==> src/logic/corr_cfg_pkg.sv <==
`default_nettype none

package corr_cfg_pkg;

   //------------------------------------------------------------
   // Array sizes
   //------------------------------------------------------------
   localparam int N_ANT  = 4;                 // Antennas in the array
   localparam int N_PAIR = N_ANT*(N_ANT-1)/2; // Distinct baselines, 6
   localparam int N_VIS  = 2*N_PAIR + N_ANT;  // Cos, sin and ones words, 16

   //------------------------------------------------------------
   // Baseline table
   //------------------------------------------------------------
   // Entry p names the two antennas of baseline p
   // Order is (0,1) (0,2) (0,3) (1,2) (1,3) (2,3)
   localparam logic [1:0] PAIR_A [0:N_PAIR-1] = '{
      2'd0, 2'd0, 2'd0, 2'd1, 2'd1, 2'd2
   };
   localparam logic [1:0] PAIR_B [0:N_PAIR-1] = '{
      2'd1, 2'd2, 2'd3, 2'd2, 2'd3, 2'd3
   };

   //------------------------------------------------------------
   // Front end output record
   //------------------------------------------------------------
   // One strobe worth of antenna data after the fake Hilbert step
   typedef struct packed {
      logic             valid; // Sample present this cycle
      logic             last;  // Final sample of the block
      logic [N_ANT-1:0] re;    // Current one-bit samples
      logic [N_ANT-1:0] im;    // Previous samples, used as imaginary part
   } front_t;

endpackage

`default_nettype wire

==> src/logic/axil_pkg.sv <==
`default_nettype none

package axil_pkg;

   // Master to slave half of the AXI4-Lite bus
   typedef struct packed {
      logic        awvalid;
      logic [11:0] awaddr;
      logic        wvalid;
      logic [31:0] wdata;
      logic [3:0]  wstrb;   // Byte lane enables
      logic        bready;
      logic        arvalid;
      logic [11:0] araddr;
      logic        rready;
   } axil_req_t;

   // Slave to master half
   typedef struct packed {
      logic        awready;
      logic        wready;
      logic        bvalid;
      logic [1:0]  bresp;
      logic        arready;
      logic        rvalid;
      logic [31:0] rdata;
      logic [1:0]  rresp;
   } axil_rsp_t;

   localparam logic [1:0] RESP_OKAY   = 2'b00;
   localparam logic [1:0] RESP_SLVERR = 2'b10;

   //------------------------------------------------------------
   // Register map, byte addresses
   //------------------------------------------------------------
   localparam logic [11:0] ADDR_CTRL     = 12'h000; // Bit 0 enables acquisition
   localparam logic [11:0] ADDR_BLKSIZE  = 12'h004; // Block size minus one
   localparam logic [11:0] ADDR_STATUS   = 12'h008; // Completed blocks, read only
   localparam logic [11:0] ADDR_VIS_BASE = 12'h100; // Word k at base + 4k

endpackage

`default_nettype wire

==> src/logic/sample_front.sv <==
`timescale 1ns/1ps
`default_nettype none

module sample_front #(
   parameter int ACC_W = 16
) (
   input  wire logic                         clk_i,
   input  wire logic                         sw_d,
   input  wire logic [corr_cfg_pkg::N_ANT-1:0] sample_i,
   input  wire logic                         sample_valid_i,
   input  wire logic                         acq_enable_i,
   input  wire logic [ACC_W-1:0]             block_len_i, // Block size minus one
   output corr_cfg_pkg::front_t              front_o
);

   //------------------------------------------------------------
   // Sample qualification and block position
   //------------------------------------------------------------
   logic                          take;     // Strobe accepted this cycle
   logic                          at_end;   // Taken sample closes the block
   logic [ACC_W-1:0]              cnt_q;    // Samples taken so far in block
   logic [corr_cfg_pkg::N_ANT-1:0] prev_q;  // Last taken sample, per antenna
   corr_cfg_pkg::front_t          front_q;

   assign take   = sample_valid_i & acq_enable_i;
   assign at_end = (cnt_q == block_len_i);

   // Block counter and Hilbert history
   // Both restart whenever acquisition is switched off
   always_ff @(posedge clk_i or posedge sw_d) begin
      if (sw_d) begin
         cnt_q  <= '0;
         prev_q <= '0;
      end else if (!acq_enable_i) begin
         cnt_q  <= '0;
         prev_q <= '0;                        // First sample after enable sees im = 0
      end else if (take) begin
         cnt_q  <= at_end ? '0 : cnt_q + 1'b1; // Wrap at block end
         prev_q <= sample_i;                  // Carries across block boundaries
      end
   end

   //------------------------------------------------------------
   // Output register
   //------------------------------------------------------------
   // Imaginary part is the previous sample of the same antenna,
   // a quarter-period delay approximation for one-bit data
   always_ff @(posedge clk_i or posedge sw_d) begin
      if (sw_d) begin
         front_q <= '0;
      end else begin
         front_q.valid <= take;
         front_q.last  <= take & at_end;
         if (take) begin
            front_q.re <= sample_i;
            front_q.im <= prev_q;
         end
      end
   end

   assign front_o = front_q;

   // First sample after enable rises carries no history, else the
   // sine counts of a fresh run would pick up a stale sample
   a_first_im_zero: assert property (
      @(posedge clk_i) disable iff (sw_d)
      (front_o.valid && !$past(acq_enable_i, 2)) |-> (front_o.im == '0)
   );

endmodule

`default_nettype wire

==> src/logic/vis_accum.sv <==
`timescale 1ns/1ps
`default_nettype none

module vis_accum #(
   parameter int ACC_W = 16
) (
   input  wire logic                 clk_i,
   input  wire logic                 sw_d,
   input  wire corr_cfg_pkg::front_t front_i,
   input  wire logic [3:0]           rd_index_i,
   output logic [ACC_W-1:0]          rd_data_o,
   output logic                      bank_swap_o
);

   localparam int N_ANT   = corr_cfg_pkg::N_ANT;
   localparam int N_PAIR  = corr_cfg_pkg::N_PAIR;
   localparam int N_VIS   = corr_cfg_pkg::N_VIS;
   localparam int SIN_OFS = N_PAIR;   // First sine word
   localparam int ONE_OFS = 2*N_PAIR; // First ones word

   //------------------------------------------------------------
   // Agreement bits for the current sample
   //------------------------------------------------------------
   logic [N_VIS-1:0] hit;              // One increment bit per word
   logic [ACC_W-1:0] sum    [N_VIS];   // Running count plus this sample
   logic [ACC_W-1:0] acc_q  [N_VIS];   // Accumulating bank
   logic [ACC_W-1:0] bank_q [N_VIS];   // Read bank, last completed block
   logic             swap_q;

   always_comb begin
      for (int p = 0; p < N_PAIR; p++) begin
         // Cosine term, both real parts agree (XNOR of one-bit signs)
         hit[p]         = front_i.re[corr_cfg_pkg::PAIR_A[p]] ~^
                          front_i.re[corr_cfg_pkg::PAIR_B[p]];
         // Sine term, real of A against imaginary of B
         hit[SIN_OFS+p] = front_i.re[corr_cfg_pkg::PAIR_A[p]] ~^
                          front_i.im[corr_cfg_pkg::PAIR_B[p]];
      end
      for (int a = 0; a < N_ANT; a++) begin
         hit[ONE_OFS+a] = front_i.re[a];  // Mean estimate, gains are unknown
      end
   end

   always_comb begin
      for (int k = 0; k < N_VIS; k++) begin
         sum[k] = acc_q[k] + {{(ACC_W-1){1'b0}}, hit[k]};
      end
   end

   //------------------------------------------------------------
   // Accumulate and swap
   //------------------------------------------------------------
   // The last sample of a block goes straight into the read bank
   // together with the running sums, so no sample is lost at a swap
   always_ff @(posedge clk_i or posedge sw_d) begin
      if (sw_d) begin
         for (int k = 0; k < N_VIS; k++) begin
            acc_q[k]  <= '0;
            bank_q[k] <= '0;                  // Software sees zeros before block one
         end
         swap_q <= 1'b0;
      end else begin
         swap_q <= front_i.valid & front_i.last;
         if (front_i.valid) begin
            for (int k = 0; k < N_VIS; k++) begin
               if (front_i.last) begin
                  bank_q[k] <= sum[k];        // Publish final sums
                  acc_q[k]  <= '0;            // Restart for next block
               end else begin
                  acc_q[k]  <= sum[k];
               end
            end
         end
      end
   end

   assign bank_swap_o = swap_q;                // One-cycle pulse after the last sample
   assign rd_data_o   = bank_q[rd_index_i];    // Same-cycle read mux

   // Read bank moves only together with the swap pulse,
   // so software never sees a block that was not announced
   a_bank_hold: assert property (
      @(posedge clk_i) disable iff (sw_d)
      (!bank_swap_o && $stable(rd_index_i)) |-> $stable(rd_data_o)
   );

endmodule

`default_nettype wire

==> src/logic/corr_bus_regs.sv <==
`timescale 1ns/1ps
`default_nettype none

module corr_bus_regs #(
   parameter int ACC_W = 16
) (
   input  wire logic                 clk_i,
   input  wire logic                 sw_d,
   input  wire axil_pkg::axil_req_t  axil_req_i,
   output axil_pkg::axil_rsp_t       axil_rsp_o,
   output logic                      acq_enable_o,
   output logic [ACC_W-1:0]          block_len_o,
   input  wire logic                 bank_swap_i,
   output logic [3:0]                rd_index_o,
   input  wire logic [ACC_W-1:0]     rd_data_i
);

   // Byte-lane merge of a write into the old register value
   function automatic logic [31:0] merge_strb(input logic [31:0] old_v,
                                              input logic [31:0] new_v,
                                              input logic [3:0]  strb);
      logic [31:0] mask;
      for (int b = 0; b < 4; b++) begin
         mask[8*b +: 8] = {8{strb[b]}};
      end
      return (old_v & ~mask) | (new_v & mask);
   endfunction

   //------------------------------------------------------------
   // Control registers and write channel
   //------------------------------------------------------------
   logic             enable_q;
   logic [ACC_W-1:0] blk_q;        // Block size minus one
   logic [31:0]      status_q;     // Completed blocks since reset
   logic             aw_take, bvalid_q;
   logic [1:0]       bresp_q;
   logic [31:0]      ctrl_new, blk_new;

   // Address and data must arrive together, one response in flight
   assign aw_take  = axil_req_i.awvalid & axil_req_i.wvalid & ~bvalid_q;
   assign ctrl_new = merge_strb({31'b0, enable_q}, axil_req_i.wdata, axil_req_i.wstrb);
   assign blk_new  = merge_strb(32'(blk_q), axil_req_i.wdata, axil_req_i.wstrb);

   always_ff @(posedge clk_i or posedge sw_d) begin
      if (sw_d) begin
         enable_q <= 1'b0;
         blk_q    <= '0;
         bvalid_q <= 1'b0;
      end else if (aw_take) begin
         bvalid_q <= 1'b1;
         if (axil_req_i.awaddr == axil_pkg::ADDR_CTRL) begin
            enable_q <= ctrl_new[0];
         end else if (axil_req_i.awaddr == axil_pkg::ADDR_BLKSIZE) begin
            blk_q    <= blk_new[ACC_W-1:0];
         end
      end else if (axil_req_i.bready) begin
         bvalid_q <= 1'b0;                   // Response taken
      end
   end

   // Anything outside the two writable words is refused
   always_ff @(posedge clk_i) begin
      if (aw_take) begin
         bresp_q <= (axil_req_i.awaddr == axil_pkg::ADDR_CTRL ||
                     axil_req_i.awaddr == axil_pkg::ADDR_BLKSIZE) ?
                    axil_pkg::RESP_OKAY : axil_pkg::RESP_SLVERR;
      end
   end

   always_ff @(posedge clk_i or posedge sw_d) begin
      if (sw_d)             status_q <= '0;
      else if (bank_swap_i) status_q <= status_q + 1'b1; // One per finished block
   end

   //------------------------------------------------------------
   // Read channel
   //------------------------------------------------------------
   logic        ar_take, rvalid_q, vis_hit, rd_err;
   logic [11:0] vis_off;        // Byte offset into the visibility window
   logic [31:0] rd_word, rdata_q;
   logic [1:0]  rresp_q;

   assign ar_take    = axil_req_i.arvalid & ~rvalid_q;
   assign vis_off    = axil_req_i.araddr - axil_pkg::ADDR_VIS_BASE;
   assign vis_hit    = (axil_req_i.araddr >= axil_pkg::ADDR_VIS_BASE) &&
                       (vis_off < 12'(4*corr_cfg_pkg::N_VIS)) &&
                       (axil_req_i.araddr[1:0] == 2'b00);
   assign rd_index_o = vis_off[5:2];     // Word index into the read bank

   always_comb begin
      rd_err  = 1'b0;
      rd_word = '0;
      if (vis_hit)                                         rd_word = 32'(rd_data_i);
      else if (axil_req_i.araddr == axil_pkg::ADDR_CTRL)    rd_word = {31'b0, enable_q};
      else if (axil_req_i.araddr == axil_pkg::ADDR_BLKSIZE) rd_word = 32'(blk_q);
      else if (axil_req_i.araddr == axil_pkg::ADDR_STATUS)  rd_word = status_q;
      else                                                 rd_err  = 1'b1; // Zero data
   end

   always_ff @(posedge clk_i or posedge sw_d) begin
      if (sw_d)                    rvalid_q <= 1'b0;
      else if (ar_take)            rvalid_q <= 1'b1;
      else if (axil_req_i.rready)  rvalid_q <= 1'b0;
   end

   // Data is captured at acceptance and held while the master stalls
   always_ff @(posedge clk_i) begin
      if (ar_take) begin
         rdata_q <= rd_word;
         rresp_q <= rd_err ? axil_pkg::RESP_SLVERR : axil_pkg::RESP_OKAY;
      end
   end

   always_comb begin
      axil_rsp_o.awready = aw_take;
      axil_rsp_o.wready  = aw_take;
      axil_rsp_o.bvalid  = bvalid_q;
      axil_rsp_o.bresp   = bresp_q;
      axil_rsp_o.arready = ar_take;
      axil_rsp_o.rvalid  = rvalid_q;
      axil_rsp_o.rdata   = rdata_q;
      axil_rsp_o.rresp   = rresp_q;
   end

   assign acq_enable_o = enable_q;
   assign block_len_o  = blk_q;

   // A stalled read beat must not move, even across a bank swap
   a_r_hold: assert property (
      @(posedge clk_i) disable iff (sw_d)
      (rvalid_q && !axil_req_i.rready) |=> (rvalid_q && $stable(rdata_q))
   );

endmodule

`default_nettype wire

==> src/logic/corr_top.sv <==
`timescale 1ns/1ps
`default_nettype none

module corr_top #(
   parameter int ACC_W = 16   // Accumulator and block size width
) (
   input  wire logic                         clk_i,
   input  wire logic                         sw_d,
   input  wire logic [corr_cfg_pkg::N_ANT-1:0] sample_i,
   input  wire logic                         sample_valid_i,
   input  wire axil_pkg::axil_req_t          axil_req_i,
   output axil_pkg::axil_rsp_t               axil_rsp_o
);

   //------------------------------------------------------------
   // Internal links
   //------------------------------------------------------------
   logic                 acq_enable;  // From CTRL bit 0
   logic [ACC_W-1:0]     block_len;   // Block size minus one
   corr_cfg_pkg::front_t front;       // Processed sample stream
   logic [ACC_W-1:0]     rd_data;     // Selected read-bank word
   logic                 bank_swap;   // Block completed
   logic [3:0]           rd_index;

   // Producer, qualified samples plus fake Hilbert imaginaries
   sample_front #(.ACC_W(ACC_W)) sample_front_i (
      .clk_i          (clk_i),
      .sw_d           (sw_d),
      .sample_i       (sample_i),
      .sample_valid_i (sample_valid_i),
      .acq_enable_i   (acq_enable),
      .block_len_i    (block_len),
      .front_o        (front)
   );

   // Double-banked correlator counts
   vis_accum #(.ACC_W(ACC_W)) vis_accum_i (
      .clk_i       (clk_i),
      .sw_d        (sw_d),
      .front_i     (front),
      .rd_index_i  (rd_index),
      .rd_data_o   (rd_data),
      .bank_swap_o (bank_swap)
   );

   // AXI4-Lite register block
   corr_bus_regs #(.ACC_W(ACC_W)) corr_bus_regs_i (
      .clk_i        (clk_i),
      .sw_d         (sw_d),
      .axil_req_i   (axil_req_i),
      .axil_rsp_o   (axil_rsp_o),
      .acq_enable_o (acq_enable),
      .block_len_o  (block_len),
      .bank_swap_i  (bank_swap),
      .rd_index_o   (rd_index),
      .rd_data_i    (rd_data)
   );

endmodule

`default_nettype wire

==> config.mk <==
export PLATFORM = sky130hd
export DESIGN_NAME = corr_top
export DESIGN_NICKNAME = d
export VERILOG_FILES = /design/src/logic/corr_cfg_pkg.sv /design/src/logic/axil_pkg.sv /design/src/logic/sample_front.sv /design/src/logic/vis_accum.sv /design/src/logic/corr_bus_regs.sv /design/src/logic/corr_top.sv
export SDC_FILE = /design/constraint.sdc
export NUM_CORES = 2
export LEC_CHECK = 0
export BUFFER_PORTS_ARGS = -buffer_cell sky130_fd_sc_hd__buf_2
export CAP_MARGIN = 5
export CORE_MARGIN = 10
export CORE_UTILIZATION = 57
export CTS_CLUSTER_SIZE = 24
export DETAILED_ROUTE_END_ITERATION = 16
export GPL_ROUTABILITY_DRIVEN = 0
export MAX_ROUTING_LAYER = met4
export PLACE_DENSITY = 0.86
export RECOVER_POWER = 50
export SYNTH_ARGS = -nofsm -noshare
export SYNTH_HDL_FRONTEND = slang
export SYNTH_SLANG_ARGS = --single-unit
==> constraint.sdc <==
create_clock -name clk_i -period 21 [get_ports clk_i]
set_input_delay 3.15 -clock clk_i [delete_from_list [all_inputs] [get_ports clk_i]]
set_output_delay 3.15 -clock clk_i [all_outputs]
set_load 0.02 [all_outputs]
==> results.sh <==
export IMPL_outcome="finished, violations left"
export IMPL_violations="max-capacitance violations, max-slew violations"
export IMPL_cts_hold_buffers_added=0
export IMPL_min_from="vis_accum_i.bank_q[149]"
export IMPL_post_cts_setup_buffers=0
export IMPL_period_share=0.6476
export IMPL_required_ns=21.52
export IMPL_antenna_found_initial=0
export IMPL_via_count=25580
export IMPL_grt_setup_unrepaired="false"
export IMPL_critical_path_class="register to register"
export IMPL_fin_nets=3339
export IMPL_start_util=0.5763
export IMPL_final_setup_tns_ns=0
export IMPL_dieArea_um2=65660
export IMPL_io_pins=113
export IMPL_timing_rr_start="sample_front_i.front_o[8]"
export IMPL_io_buffers=92
export IMPL_synth_warnings=0
export IMPL_worstPathMaxFanout=176
export IMPL_seqPwrFrac=0.503
export IMPL_p_sw_frac=0.2182
export IMPL_routed_via_density=6.344
export IMPL_cap_violations=10
export IMPL_grt_ovfl_total=0
export IMPL_vdd_drop_max_mv=0.06637
export IMPL_finalHoldViolCount=0
export IMPL_cts_tree="yes"
export IMPL_dp_hpwl_mm=51.42
export IMPL_track_usage=0.2505
export IMPL_clockPowerShare=0.471
export IMPL_async_flop_share=0.9457
export IMPL_synth_flop_cell="dfrtp_1"
export IMPL_ys_seq_elements=626
export IMPL_synth_area_um2=31810
export IMPL_synth_seq_area_share=0.4978
export IMPL_routed_wl_mm=82.11
export IMPL_min_period_ns=13.60
export IMPL_cts_resized=0
export IMPL_numCtsBuffers=59
export IMPL_grt_max_degree=177
export IMPL_hp_class="register to register"
export IMPL_cellInternalPower_mw=1.901
export IMPL_setup_viol=0
export IMPL_grt_pass1_vias=24850
export IMPL_endpoint_kind="register"
export IMPL_powerDensity_nw_per_um2=70.13
export IMPL_drt_iter0_drc=3219
export IMPL_die_y_um=256.2
export IMPL_root_buffer="clkbuf_16"
export IMPL_fp_dieW_um=256.2
export IMPL_max_freq_ghz=0.07353
export IMPL_slew_viol_final=676
export IMPL_cts_sinks=626
export IMPL_power_mw=2.431
export IMPL_relSlewSlack=-4.429
export IMPL_cts_max_level=2
export IMPL_crit_arrival_ns=14.12
export IMPL_rows=86
export IMPL_grt_pass1_wl_mm=132.7
export IMPL_clockBufferDepth=3
export IMPL_first_pass_iters=10
export IMPL_drive_gt1_frac=0.1005
export IMPL_crit_start="sample_front_i.front_o[8]"
export IMPL_core_area_um2=55200
export IMPL_antenna_left=0
export IMPL_wl_per_cell_um=20.36
export IMPL_netlist_instances=3266
export IMPL_skew_ns=0.02110
export IMPL_power_leakage_nw=14.36
export IMPL_ys_types=60
export IMPL_cp_start_kind="register"
export IMPL_p_switching_uw=530.4
export IMPL_synth_edf_count=34
export IMPL_syn2layout_area_growth_pct=8.995
export IMPL_comb_power_share=0.026
export IMPL_cts_clk_slew_worst_paths_ns=0.07
export IMPL_final_area_um2=34670
export IMPL_clock_latency_ns=0.64
export IMPL_drc=0
export IMPL_syn_avg_cell_area_um2=9.740
export IMPL_postPlaceCellArea_um2=32640
export IMPL_worstMarginPinSlew_ns=8.143
-- flip-flops by register name, summed over array words and instances (netlist names), 3 cells and up, named ones only --
name and cells:
vis_accum_i.acc_q 256, vis_accum_i.bank_q 256, corr_bus_regs_i.rdata_q 32, corr_bus_regs_i.status_q 32, sample_front_i.cnt_q 16, sample_front_i.front_o 9, sample_front_i.prev_q 3
-- kinds of logic (layout without fill, tap and decap cells) --
| logic type | count (synthesis) | after routing | synth area share |
|---|---|---|---|
| flops | 626 | 626 | 0.4978 |
| fa+ha+maj | 34 | 34 | 0.01337 |
| mux | 146 | 146 | 0.07214 |
| buf+inv | 257 | 274 | 0.03162 |
| other cells | 1 | 3 | 0.0001179 |
| compound gates | 774 | 774 | 0.1438 |
| xor+xnor | 282 | 282 | 0.07764 |
| simple gates | 1146 | 1146 | 0.1635 |
-- layout make-up --
class,count,area [µm²]
fill,4107,20530
sequential,626,15840
multi-input combinational,2384,14980
clock buffer,86,1790
tap,748,935.9
timing repair buffer,117,649.4
clock inverter,26,302.8
inverter,45,172.7
antenna,1,2.502
-- through the flow --
stage	util	std cells	hold slack, ns	setup slack (ns)
after floorplan	-	3267	0.4335	1.282
after global placement	0.5912	3919	0.4531	13.51
after CTS	0.6292	4031	0.4795	13.50
after global routing	0.6281	4032	0.4938	6.782
after detailed placement	0.5912	3919	0.4632	13.49
final	0.6281	4033	0.4784	7.401
-- final timing paths --
kind,endpoint,slack [ns],depth (start not counted)
min reg2reg,vis_accum_i.bank_q[149],0.48,2
min,vis_accum_i.bank_q[149],0.48,2
max reg2reg,vis_accum_i.bank_q[71],7.40,4
min in group asynchronous,corr_bus_regs_i.rvalid_q,4.43,2
max,vis_accum_i.bank_q[71],7.40,4
max in group asynchronous,vis_accum_i.bank_q[201],12.75,4
-- worst max-delay path, stage by stage (launching register included) --
cell      delay (ns)
dfrtp_1         1.57
clkbuf_1        5.74
nand2_1         3.65
inv_1           1.91
mux2_2          0.43
-- cells in the mapped netlist, drive strengths merged (49+ instances only) --
cell type,number,area share
xnor2,192,0.053
clkbuf,174,0.021
nor3,49,0.0083
nor2,108,0.013
o21ai,489,0.077
mux2i,56,0.018
nand2,627,0.074
dfrtp,592,0.47
nand3,139,0.022
mux4,64,0.045
xor2,90,0.025
o31ai,58,0.014
and3,69,0.014
-- power by group through the flow --
stage          clock [mW]  sequential [mW]  combinational (mW)
6_report             1.14             1.22              0.0639
5_1_grt              1.20             1.22              0.0705
4_1_cts              1.15             1.22              0.0651
3_5_place_dp            0             1.25              0.0648
3_3_place_gp            0             1.25              0.0642
2_1_floorplan           0             1.25              0.0378
-- layout by cell type, fill, tap and decap left out, drive strengths merged, types with 44 or more instances in the layout --
master and n:
o31ai 58, clkbuf 91, nand3 139, xor2 90, inv 46, nor2 108
mux4 64, nor3 49, nand2 627, buf 112, a31oi 44, o21ai 489
xnor2 192, mux2i 56, and3 69, dfrtp 592
-- routing by layer --
metal | vias up | wire length [µm] | track usage
met5 | - | 0 | -
met4 | 0 | 2896 | 0.09373
met3 | 207 | 7888 | 0.04979
met2 | 1266 | 38360 | 0.3848
met1 | 12640 | 32960 | 0.3264
li1 | 11470 | - | -
No activity file was read; power rests on OpenSTA's default activity.
